`config.mk`:
```
export PLATFORM = sky130hd
export DESIGN_NAME = stb_gen_top
export DESIGN_NICKNAME = d
export VERILOG_FILES = /design/src/stb_pkg.sv /design/src/stb_edge_detect.sv /design/src/stb_period_counter.sv /design/src/stb_ctrl.sv /design/src/stb_strobe_timer.sv /design/src/stb_gen_top.sv
export VERILOG_INCLUDE_DIRS = /design/src
export SDC_FILE = /design/constraint.sdc
export NUM_CORES = 1
export LEC_CHECK = 0
export BUFFER_PORTS_ARGS = -buffer_cell sky130_fd_sc_hd__buf_4
export CAP_MARGIN = 5
export CORE_AREA = 2 2 83 85
export DETAILED_ROUTE_END_ITERATION = 8
export DIE_AREA = 0 0 85 87
export GPL_TIMING_DRIVEN = 0
export HOLD_SLACK_MARGIN = 0.03
export SYNTH_ARGS = -nofsm -noshare
export SYNTH_HDL_FRONTEND = slang
export SYNTH_SLANG_ARGS = --single-unit
```
`constraint.sdc`:
```
create_clock -name clk_i -period 8.8 [get_ports clk_i]
set_clock_uncertainty 0.1 [all_clocks]
set_input_delay 0.88 -clock clk_i [delete_from_list [all_inputs] [get_ports clk_i]]
set_output_delay 0.88 -clock clk_i [all_outputs]
set_load 0.02 [all_outputs]
```
`src/stb_config.svh`:
```
// Build-time constants for the strobe generator, included by the package and the RTL.
`ifndef STB_CONFIG_SVH
`define STB_CONFIG_SVH

// width of the period counter.
// 12 bits keeps an overflow reachable in simulation.
`define STB_CNT_WIDTH 12

// cycles the strobe stays low at the end of each period.
`define STB_ZERO_HOLD 5

// flops in the sig_i synchronizer, at least 2.
`define STB_SYNC_STAGES 2

`endif

```
`src/stb_pkg.sv`:
```
// Shared types of the strobe generator, imported by the control and datapath modules.
`include "stb_config.svh"

package stb_pkg;

   // cycle count, also used for the measured period.
   typedef logic [`STB_CNT_WIDTH-1:0] cnt_t;

   // measurement sequence of the control FSM.
   typedef enum logic [1:0] {
      GEN,               // strobe generation, ready.
      FIND_FIRST_EDGE,   // waiting for the first rise.
      FIND_SECOND_EDGE   // counting until the second rise.
   } ctrl_state_e;

   // control to strobe timer.
   typedef struct packed {
      logic gen_en;  // strobe allowed.
      logic load;    // one-cycle, period is valid.
      cnt_t period;  // measured period in cycles.
   } meas_t;

endpackage

```
`src/stb_edge_detect.sv`:
```
// Synchronizes the slow input sig_i and pulses rise_o once per rising edge.
`timescale 1ns/1ps
`include "stb_config.svh"

module stb_edge_detect (
   input  logic clk_i,
   input  logic arst_i,
   input  logic sig_i,
   output logic rise_o
);

   localparam int STAGES = `STB_SYNC_STAGES;

   logic [STAGES-1:0] sync_q;   // bit 0 is the first flop.
   logic              prev_q;   // synchronized level, one cycle old.
   logic              rise_q;

   always_ff @(posedge clk_i, posedge arst_i) begin
      if (arst_i) begin
         sync_q <= '0;
         prev_q <= 1'b0;
         rise_q <= 1'b0;
      end else begin
         sync_q <= {sync_q[STAGES-2:0], sig_i};
         prev_q <= sync_q[STAGES-1];
         rise_q <= sync_q[STAGES-1] & ~prev_q;   // registered edge.
      end
   end

   // total latency is STAGES plus one cycle; it is the same on
   // every edge, so it drops out of the measured period.
   assign rise_o = rise_q;

endmodule

```
`src/stb_period_counter.sv`:
```
// Saturating cycle counter used by the control FSM to time the input period.
`timescale 1ns/1ps

module stb_period_counter (
   input  logic          clk_i,
   input  logic          arst_i,
   input  logic          clear_i,
   output stb_pkg::cnt_t count_o,
   output logic          ovf_o
);

   import stb_pkg::*;

   localparam cnt_t CNT_MAX = '1;

   cnt_t cnt_q;
   logic sat;

   assign sat = (cnt_q == CNT_MAX);   // held at the top.

   always_ff @(posedge clk_i, posedge arst_i) begin
      if (arst_i) begin
         cnt_q <= '0;
      end else if (clear_i) begin
         cnt_q <= '0;                  // restart on next edge.
      end else if (!sat) begin
         cnt_q <= cnt_q + cnt_t'(1);
      end
   end

   // ovf stays high until the next clear.
   assign ovf_o   = sat;
   assign count_o = cnt_q;

endmodule

```
`src/stb_ctrl.sv`:
```
// Control FSM that runs a period measurement on request and hands the result to the timer.
`timescale 1ns/1ps

module stb_ctrl (
   input  logic           clk_i,
   input  logic           arst_i,
   input  logic           run_det_i,
   input  logic           rise_i,
   input  stb_pkg::cnt_t  count_i,
   input  logic           ovf_i,
   output logic           clear_o,
   output stb_pkg::meas_t meas_o,
   output logic           rdy_o,
   output logic           err_o
);

   import stb_pkg::*;

   ctrl_state_e state_q;
   ctrl_state_e state_d;
   logic        loaded_q;   // a valid period has been loaded.
   logic        err_q;
   logic        good_meas;

   // second edge with the counter still in range.
   assign good_meas = (state_q == FIND_SECOND_EDGE) & rise_i & ~ovf_i;

   always_comb begin
      state_d = state_q;
      case (state_q)
         GEN: begin
            if (run_det_i) begin
               state_d = FIND_FIRST_EDGE;
            end
         end
         FIND_FIRST_EDGE: begin
            if (rise_i) begin
               state_d = FIND_SECOND_EDGE;
            end
         end
         FIND_SECOND_EDGE: begin
            if (rise_i) begin
               state_d = GEN;   // valid or not, back to generation.
            end
         end
         default: begin
            state_d = GEN;
         end
      endcase
   end

   always_ff @(posedge clk_i, posedge arst_i) begin
      if (arst_i) begin
         state_q  <= GEN;
         loaded_q <= 1'b0;
         err_q    <= 1'b0;
      end else begin
         state_q <= state_d;
         if (good_meas) begin
            loaded_q <= 1'b1;
         end
         if (state_q == GEN && run_det_i) begin
            err_q <= 1'b0;          // new run drops the old error.
         end else if (state_q == FIND_SECOND_EDGE && ovf_i) begin
            err_q <= 1'b1;          // sticky until next run.
         end
      end
   end

   // counter starts at zero in the cycle after the first rise, so the
   // value seen on the second rise is one short of the period.
   assign clear_o = (state_q == FIND_FIRST_EDGE) & rise_i;

   assign meas_o.gen_en = loaded_q & (state_q == GEN);
   assign meas_o.load   = good_meas;
   assign meas_o.period = count_i + cnt_t'(1);

   assign rdy_o = (state_q == GEN);
   assign err_o = err_q;

endmodule

```
`src/stb_strobe_timer.sv`:
```
// Periodic strobe generator that replays the measured period with a low hold window at its end.
`timescale 1ns/1ps
`include "stb_config.svh"

module stb_strobe_timer (
   input  logic           clk_i,
   input  logic           arst_i,
   input  stb_pkg::meas_t meas_i,
   input  logic           oe_i,
   output logic           stb_o
);

   import stb_pkg::*;

   localparam cnt_t HOLD = cnt_t'(`STB_ZERO_HOLD);

   cnt_t period_q;
   cnt_t phase_q;
   logic stb_q;

   cnt_t period_d;
   cnt_t phase_d;
   logic window_d;
   logic strobe;

   always_comb begin
      period_d = meas_i.load ? meas_i.period : period_q;
      if (meas_i.load) begin
         phase_d = '0;                       // restart on a new period.
      end else if (phase_q == period_q - cnt_t'(1)) begin
         phase_d = '0;
      end else begin
         phase_d = phase_q + cnt_t'(1);
      end
      // high up to the start of the hold window; a period no longer
      // than the hold leaves no high phase at all.
      window_d = (period_d > HOLD) && (phase_d < period_d - HOLD);
   end

   always_ff @(posedge clk_i, posedge arst_i) begin
      if (arst_i) begin
         period_q <= '0;
         phase_q  <= '0;
         stb_q    <= 1'b0;
      end else begin
         period_q <= period_d;
         phase_q  <= phase_d;
         stb_q    <= window_d;   // lines up with phase_q.
      end
   end

   assign strobe = stb_q & meas_i.gen_en;   // low while measuring.
   assign stb_o  = strobe & oe_i;           // oe acts in the same cycle.

endmodule

```
`src/stb_gen_top.sv`:
```
// Top level of the period-measuring strobe generator; instantiate this as the DUT.
`timescale 1ns/1ps

module stb_gen_top (
   input  logic clk_i,
   input  logic arst_i,
   input  logic sig_i,
   input  logic run_det_i,
   input  logic oe_i,
   output logic err_o,
   output logic rdy_o,
   output logic stb_o
);

   import stb_pkg::*;

   logic  rise;
   logic  clear;
   cnt_t  count;
   logic  ovf;
   meas_t meas;

   stb_edge_detect u_edge (
      .clk_i  (clk_i),
      .arst_i (arst_i),
      .sig_i  (sig_i),
      .rise_o (rise)
   );

   stb_period_counter u_cnt (
      .clk_i   (clk_i),
      .arst_i  (arst_i),
      .clear_i (clear),
      .count_o (count),
      .ovf_o   (ovf)
   );

   stb_ctrl u_ctrl (
      .clk_i     (clk_i),
      .arst_i    (arst_i),
      .run_det_i (run_det_i),
      .rise_i    (rise),
      .count_i   (count),
      .ovf_i     (ovf),
      .clear_o   (clear),
      .meas_o    (meas),
      .rdy_o     (rdy_o),
      .err_o     (err_o)
   );

   stb_strobe_timer u_timer (
      .clk_i  (clk_i),
      .arst_i (arst_i),
      .meas_i (meas),
      .oe_i   (oe_i),
      .stb_o  (stb_o)
   );

endmodule

```
==> metrics, run 1 <==
Nets 371; CP cell instances ha_1 -> buf_6 -> and4_4 -> buf_6 -> a41oi_4 -> clkbuf_8 -> clkbuf_1 -> a21o_1 -> inv_1 -> ha_1 -> or2_2 -> o21ai_0 -> xor2_1 -> ha_1 -> nand4_1 -> nor3_1 -> o31ai_1 -> o311ai_1 -> a211oi_1; Skew-Pair Late Insertion Delay 0.31 ns; postcts setup bufs 0; Clock Tree Buf Depth 2; normalized max-slew margin 50.61%; CP delay by family, top compound AO/OA/AOI/OAI gates; HPWL after DPL 5426 um; Core Util, Final 51.75%; # fillers 622; Top FF cell, synth dfrtp_1; pwr/cell area 325.4 nW/um^2; Hold Vio Cnt, Final 0; Post-Syn Instances 335; Yosys warnings 0; CP endpoint kind flip-flop; largest family of logic cells by synthesized area simple AND/OR/NAND/NOR gates; CTS root buf clkbuf_8; f_max 0.2147 GHz; # DRC 0; post-synth top area cell dfrtp_1; GPL Wtd Cong 0.7863; grt ovf 0; simple-gate area share of the yosys netlist 23.00%; Mapped Nets 356; first-pass GRT wire length 12110 um; HP Class reg -> reg; row cnt 30; most used routing layer met2; startpoint class of the critical path flip-flop; multi-input combinational cell area 1813 um^2; CP max-delay cell dfrtp_1; core area 6569 um^2; remaining antenna violation count after routing 0; Synth Area in Adders 6.400%; worst vdd ir 0.1424 mV; TritonCTS Buffers 5; H-tree depth 2; Synth cell types 63; met1 usage 28.23%; grt met2 use 34.52%; Avg Cell Area, Syn 9.337 um^2; Slew Limit Fails 0; clock sink count 45; Tcrit/Tclk final 52.93%; EDFF count, synth 0; CP required 8.89 ns; Antenna diodes 0; Crit path buffers/inverters 5; dominant cells by area after synthesis dfrtp_1 36%, xor2_1 6.7%, ha_1 6.4%; synthesized area 3128 um^2; initial antenna violation count 0; DIE HEIGHT 87 um; CP most frequent cell ha_1; post-synthesis mux area share 1.320%; WL final 7183 um; layout cells sized above 1 12.54%; Slowest Stage Delay on Critical Path 0.47 ns; Max-Cap Viols 0; largest net degree at the start of global routing 33; area added between synthesis and finish 8.680%; I/O pin cnt 8; Worst-path clk slew 0.09 ns; iteration-0 DRC count of the detailed router 116; vias in the first global route 2486; Critical Path Fanout Max 10; Die W 85 um; WS Path Type reg -> reg; WL/cell 16.67 um; CTS tree yes; Final min period 4.657 ns; M3 GR Usage 3.412%; die area 7395 um^2; Tot GR Track Use 20.70%; Async SR Flop Fraction 100.0%; post-synthesis xor/xnor area fraction 11.48%; Register Area 1126 um^2; Seq/Total Area, Yosys 36.00%; Synth top area share 36.00%; Starting Density 47.62%; number of vias per cell 5.735; hold_buf cts 0; Compound-Gate Fraction of Synth Area 15.76%; Pleak 1.517 nW; outcome finished clean; count of final setup violators 0; PostCTS Resize Cnt 0; total number of vias 2472; RSZ-0062 raised after global routing false; setup TNS 0 ns; count of input and output buffers 7; crit path DAT 4.75 ns; drt first pass iters 5; flops & latches, synth 45; Worst-Margin Slew 0.7368 ns
## path summary, 6_finish.rpt
kind	start	end	slack, ns	depth (start not counted)
max	u_cnt.count_o[0]$_DFFE_PP0P_	u_timer.stb_q$_DFF_PP0_	4.14	19
min	u_edge.sync_q[0]$_DFF_PP0_	u_edge.sync_q[1]$_DFF_PP0_	0.26	0
max reg2reg	u_cnt.count_o[0]$_DFFE_PP0P_	u_timer.stb_q$_DFF_PP0_	4.14	19
min reg2reg	u_edge.sync_q[0]$_DFF_PP0_	u_edge.sync_q[1]$_DFF_PP0_	0.26	0
max in group asynchronous	arst_i	u_timer.period_q[6]$_DFF_PP0_	7.68	3
min in group asynchronous	arst_i	u_timer.phase_q[10]$_DFF_PP0_	0.43	2
## synthesized netlist by cell type (3+ instances only)
| cell type | number |
|---|---|
| a21o_1 | 6 |
| a21oi_1 | 15 |
| a31oi_1 | 6 |
| a41oi_1 | 3 |
| and2_1 | 6 |
| and3_1 | 6 |
| and4_1 | 5 |
| buf_4 | 3 |
| buf_6 | 5 |
| clkbuf_1 | 7 |
| dfrtp_1 | 45 |
| ha_1 | 16 |
| inv_1 | 16 |
| mux2i_1 | 3 |
| nand2_1 | 22 |
| nand3_1 | 12 |
| nand3b_1 | 3 |
| nand4_1 | 9 |
| nor2_1 | 27 |
| nor3_1 | 17 |
| nor3b_1 | 3 |
| o21ai_0 | 10 |
| or2_2 | 3 |
| xnor2_1 | 17 |
| xor2_1 | 24 |
## final cells by class
class | instances | share of cell area [%]
Multi-Input combinational cell | 256 | 53.33
Sequential cell | 45 | 33.12
Buffer | 18 | 3.791
Tap cell | 80 | 2.944
Clock buffer | 6 | 2.429
Timing Repair Buffer | 8 | 2.135
Inverter | 16 | 1.767
Clock inverter | 2 | 0.4785
## logic make-up (layout without fill, tap and decap cells)
group                      Yosys count  in the layout
AOI/OAI and AO/OA                   66             66
xor gates and xnor gates            41             41
adders and majority gates           16             16
buffers and inverters               34             50
DFF                                 45             45
muxes                                4              4
and+or+nand+nor                    129            129
## sequential cells by signal (all words and copies together) (netlist names), 2 cells and up
register and cells:
u_edge.sync_q 2, u_timer.period_q 12, u_timer.phase_q 12, u_cnt.count_o 12, u_ctrl.state_q 2
## stage by stage
stage	total power [mW]	setup WS (ns)	instance area [um^2]	cells	hold WS, ns
after floorplan	0.8100	4.883	3128	335	0.2312
after global placement	0.9531	4.139	3281	422	0.2329
after detailed placement	0.9633	4.150	3301	423	0.2365
after CTS	1.112	4.113	3400	431	0.2579
after global routing	1.215	3.759	3400	431	0.2718
final	1.106	4.143	3400	431	0.2552
## layer usage
layer / up-vias / part of all wire [%]
met5: - / 0
met1: 1182 / 49
met4: 0 / 1.1
li1: 1242 / -
met3: 8 / 3.2
met2: 40 / 47
## report_power, final
group | switching (mW) | total (mW) | internal (mW)
Clock | 0.0777 | 0.142 | 0.0648
Sequential | 0.0748 | 0.341 | 0.266
Combinational | 0.350 | 0.623 | 0.273
## cell usage in the layout (no fill, tap or decap), types with 5 or more instances in the layout
cell type and count:
o21ai_0 10, a31oi_1 6, nor3_1 17, and4_1 5, dfrtp_1 45, buf_6 5
a21oi_1 15, clkbuf_8 7, inv_1 15, buf_4 10, xor2_1 24, nand2_1 22
xnor2_1 17, ha_1 16, a21o_1 6, nand3_1 12, clkbuf_1 7, and2_1 6
and3_1 6, nor2_1 27, nand4_1 9
No activity file was read; power rests on OpenSTA's default activity.
==> inputs of run 2 (changes only) <==
Clock period 8.8 ns to 4.45 ns, I/O delays scaled along.
==> run 2 against run 1 <==
  * Combinational power rose by 100%
  * Sequential power increased by 98%
  * Hold slack got worse by 0.11 ns
  * Die area did not move
  * Maximum frequency is 11% higher
  * Worst setup slack got worse by 3.9 ns
  * Clock-buffer cell count is the same
  * Power is 100% higher
  * Global-route usage did not move
  * Highest routed layer unchanged
==> metrics, run 2 (synthesized netlist as in run 1, its figures left out) <==
commonest non-fill, non-tap cell in the layout dfrtp_1 (unchanged); Seq pwr share 30.5% (was 30.8%); Core Util, Final 52.65% (was 51.75%); row cnt 30 (unchanged); die area 7395 um^2 (unchanged); crit path DAT 4.27 ns (was 4.75 ns); Max-Cap Viols 0 (unchanged); HP Class in -> reg (was reg -> reg); switching portion of total power 45.36% (was 45.41%); initial antenna violation count 0 (unchanged); clock power share 12.8% (was 12.9%); met1 usage 28.23% (unchanged); DIE HEIGHT 87 um (unchanged); layout cells sized above 1 14.89% (was 12.54%); # fillers 621 (was 622); count of final setup violators 0 (unchanged); grt met2 use 34.52% (unchanged); outcome finished clean (unchanged); Pleak 1.551 nW (was 1.517 nW); Critical Path Fanout Max 10 (unchanged); Skew-Pair Late Insertion Delay 0.31 ns (about the same); pwr/cell area 639.6 nW/um^2 (was 325.4 nW/um^2); clock sink count 45 (unchanged); startpoint class of the critical path flip-flop (unchanged); Hold Vio Cnt, Final 0 (unchanged); Tot Pwr 2.212 mW (was 1.106 mW); iteration-0 DRC count of the detailed router 108 (was 116); most frequent cells in the layout 44 x dfrtp_1, 27 x nor2_1, 24 x xor2_1, 22 x nand2_1 (was 45 x dfrtp_1, 27 x nor2_1, 24 x xor2_1, 22 x nand2_1); most used routing layer met2 (unchanged); Switch Pwr 1.003 mW (was 502.4 uW); Worst-path clk slew 0.09 ns (about the same); Logic pwr share 56.8% (was 56.3%); HPWL after DPL 5426 um (unchanged); Hold Slack 0.1420 ns (was 0.2552 ns); Nets 376 (was 371); GPL Wtd Cong 0.7863 (unchanged); count of input and output buffers 7 (unchanged); CTS root buf clkbuf_8 (unchanged); CP required 4.53 ns (was 8.89 ns); vias in the first global route 2490 (was 2486); CP endpoint kind flip-flop (unchanged); Slew Limit Fails 0 (unchanged); total number of vias 2506 (was 2472); CTS tree yes (unchanged); core area 6569 um^2 (unchanged); WL final 7213 um (was 7183 um); remaining antenna violation count after routing 0 (unchanged); M3 GR Usage 3.412% (unchanged); TritonCTS Buffers 5 (unchanged); RSZ-0062 raised after global routing false (unchanged); area added between synthesis and finish 10.56% (was 8.680%); Antenna diodes 0 (unchanged); I/O pin cnt 8 (unchanged); largest net degree at the start of global routing 33 (unchanged); # DRC 0 (unchanged); WS Path Type reg -> reg (unchanged); hold path depth 1 (was 0); Worst-Margin Slew 0.7295 ns (was 0.7368 ns); first-pass GRT wire length 12110 um (unchanged); Starting Density 47.62% (unchanged); drt first pass iters 4 (was 5); Tcrit/Tclk final 94.25% (was 52.93%); number of vias per cell 5.748 (was 5.735); WL/cell 16.54 um (was 16.67 um); normalized max-slew margin 51.10% (was 50.61%); Die W 85 um (unchanged); Tot GR Track Use 20.70% (unchanged); post-route cell area 3458 um^2 (was 3400 um^2); Final min period 4.194 ns (was 4.657 ns); worst vdd ir 0.2799 mV (was 0.1424 mV); H-tree depth 2 (unchanged); grt ovf 0 (unchanged); Pint 1.209 mW (was 603.8 uW); Clock Tree Buf Depth 2 (unchanged); f_max 0.2384 GHz (was 0.2147 GHz); R2R depth 18 (was 19); area of placed instances 3301 um^2 (unchanged)
run 2: metal layers:
metal  vias up  routed length (um)
met5         -                   0
met4         0                  86
met3         9                 238
met2        39                3312
met1      1206                3575
li1       1252                   -
run 2: final timing paths:
| path | from | end | slack [ns] |
|---|---|---|---|
| setup reg to reg | u_cnt.count_o[0]$_DFFE_PP0P_ | u_timer.stb_q$_DFF_PP0_ | 0.26 |
| setup / recovery | u_cnt.count_o[0]$_DFFE_PP0P_ | u_timer.stb_q$_DFF_PP0_ | 0.26 |
| max in group asynchronous | arst_i | u_cnt.count_o[0]$_DFFE_PP0P_ | 3.20 |
| hold / removal | sig_i | u_edge.sync_q[0]$_DFF_PP0_ | 0.14 |
| min in group asynchronous | arst_i | u_timer.phase_q[10]$_DFF_PP0_ | 0.55 |
| hold reg to reg | u_edge.sync_q[0]$_DFF_PP0_ | u_edge.sync_q[1]$_DFF_PP0_ | 0.25 |
run 2: power by group through the flow:
stage	registers, mW	logic [mW]	clock network (mW)
final	0.674	1.26	0.282
after global routing	0.694	1.43	0.306
after CTS	0.673	1.24	0.289
after detailed placement	0.681	1.22	0
after global placement	0.678	1.21	0
after floorplan	0.645	0.957	0
run 2: layout make-up:
cell class | instances | area, um^2 | area share (%)
multi-input combinational | 256 | 1827 | 52.82
inverter | 16 | 60.06 | 1.737
buffer | 18 | 132.6 | 3.835
clock inverter | 2 | 16.27 | 0.4703
tap | 80 | 100.1 | 2.894
clock buffer | 6 | 82.58 | 2.388
sequential | 45 | 1127 | 32.60
timing repair buffer | 13 | 112.6 | 3.256
run 2: critical path, cell delays in order (launching register included):
cell	delay, ns
dfrtp_2	0.45
ha_1	0.22
buf_6	0.13
and4_4	0.17
buf_6	0.13
a41oi_4	0.23
clkbuf_8	0.22
mux2i_2	0.31
inv_1	0.08
ha_1	0.26
or2_2	0.37
o21ai_0	0.12
xor2_1	0.14
ha_1	0.31
nand4_1	0.12
nor3_1	0.31
o31ai_1	0.16
o311ai_1	0.13
a211oi_2	0.10
run 2: timing repair:
item / in CTS / in global routing
setup buffers: 0 / 4
endpoints found under the setup margin: 1 / 1
hold endpoints to repair: 13 / 0
resized for setup: 2 / 5
pin swaps: 0 / 1
hold buffers: 1 / 0
run 2: per-stage QoR:
step                      setup slack, ns  std cells  TNS [ns]
final                              0.2558        436         0
after global routing             0.004931        436         0
after CTS                         0.01455        432         0
after detailed placement          -0.2001        423   -0.2001
after global placement            -0.2111        422   -0.2111
after floorplan                    0.5328        335         0
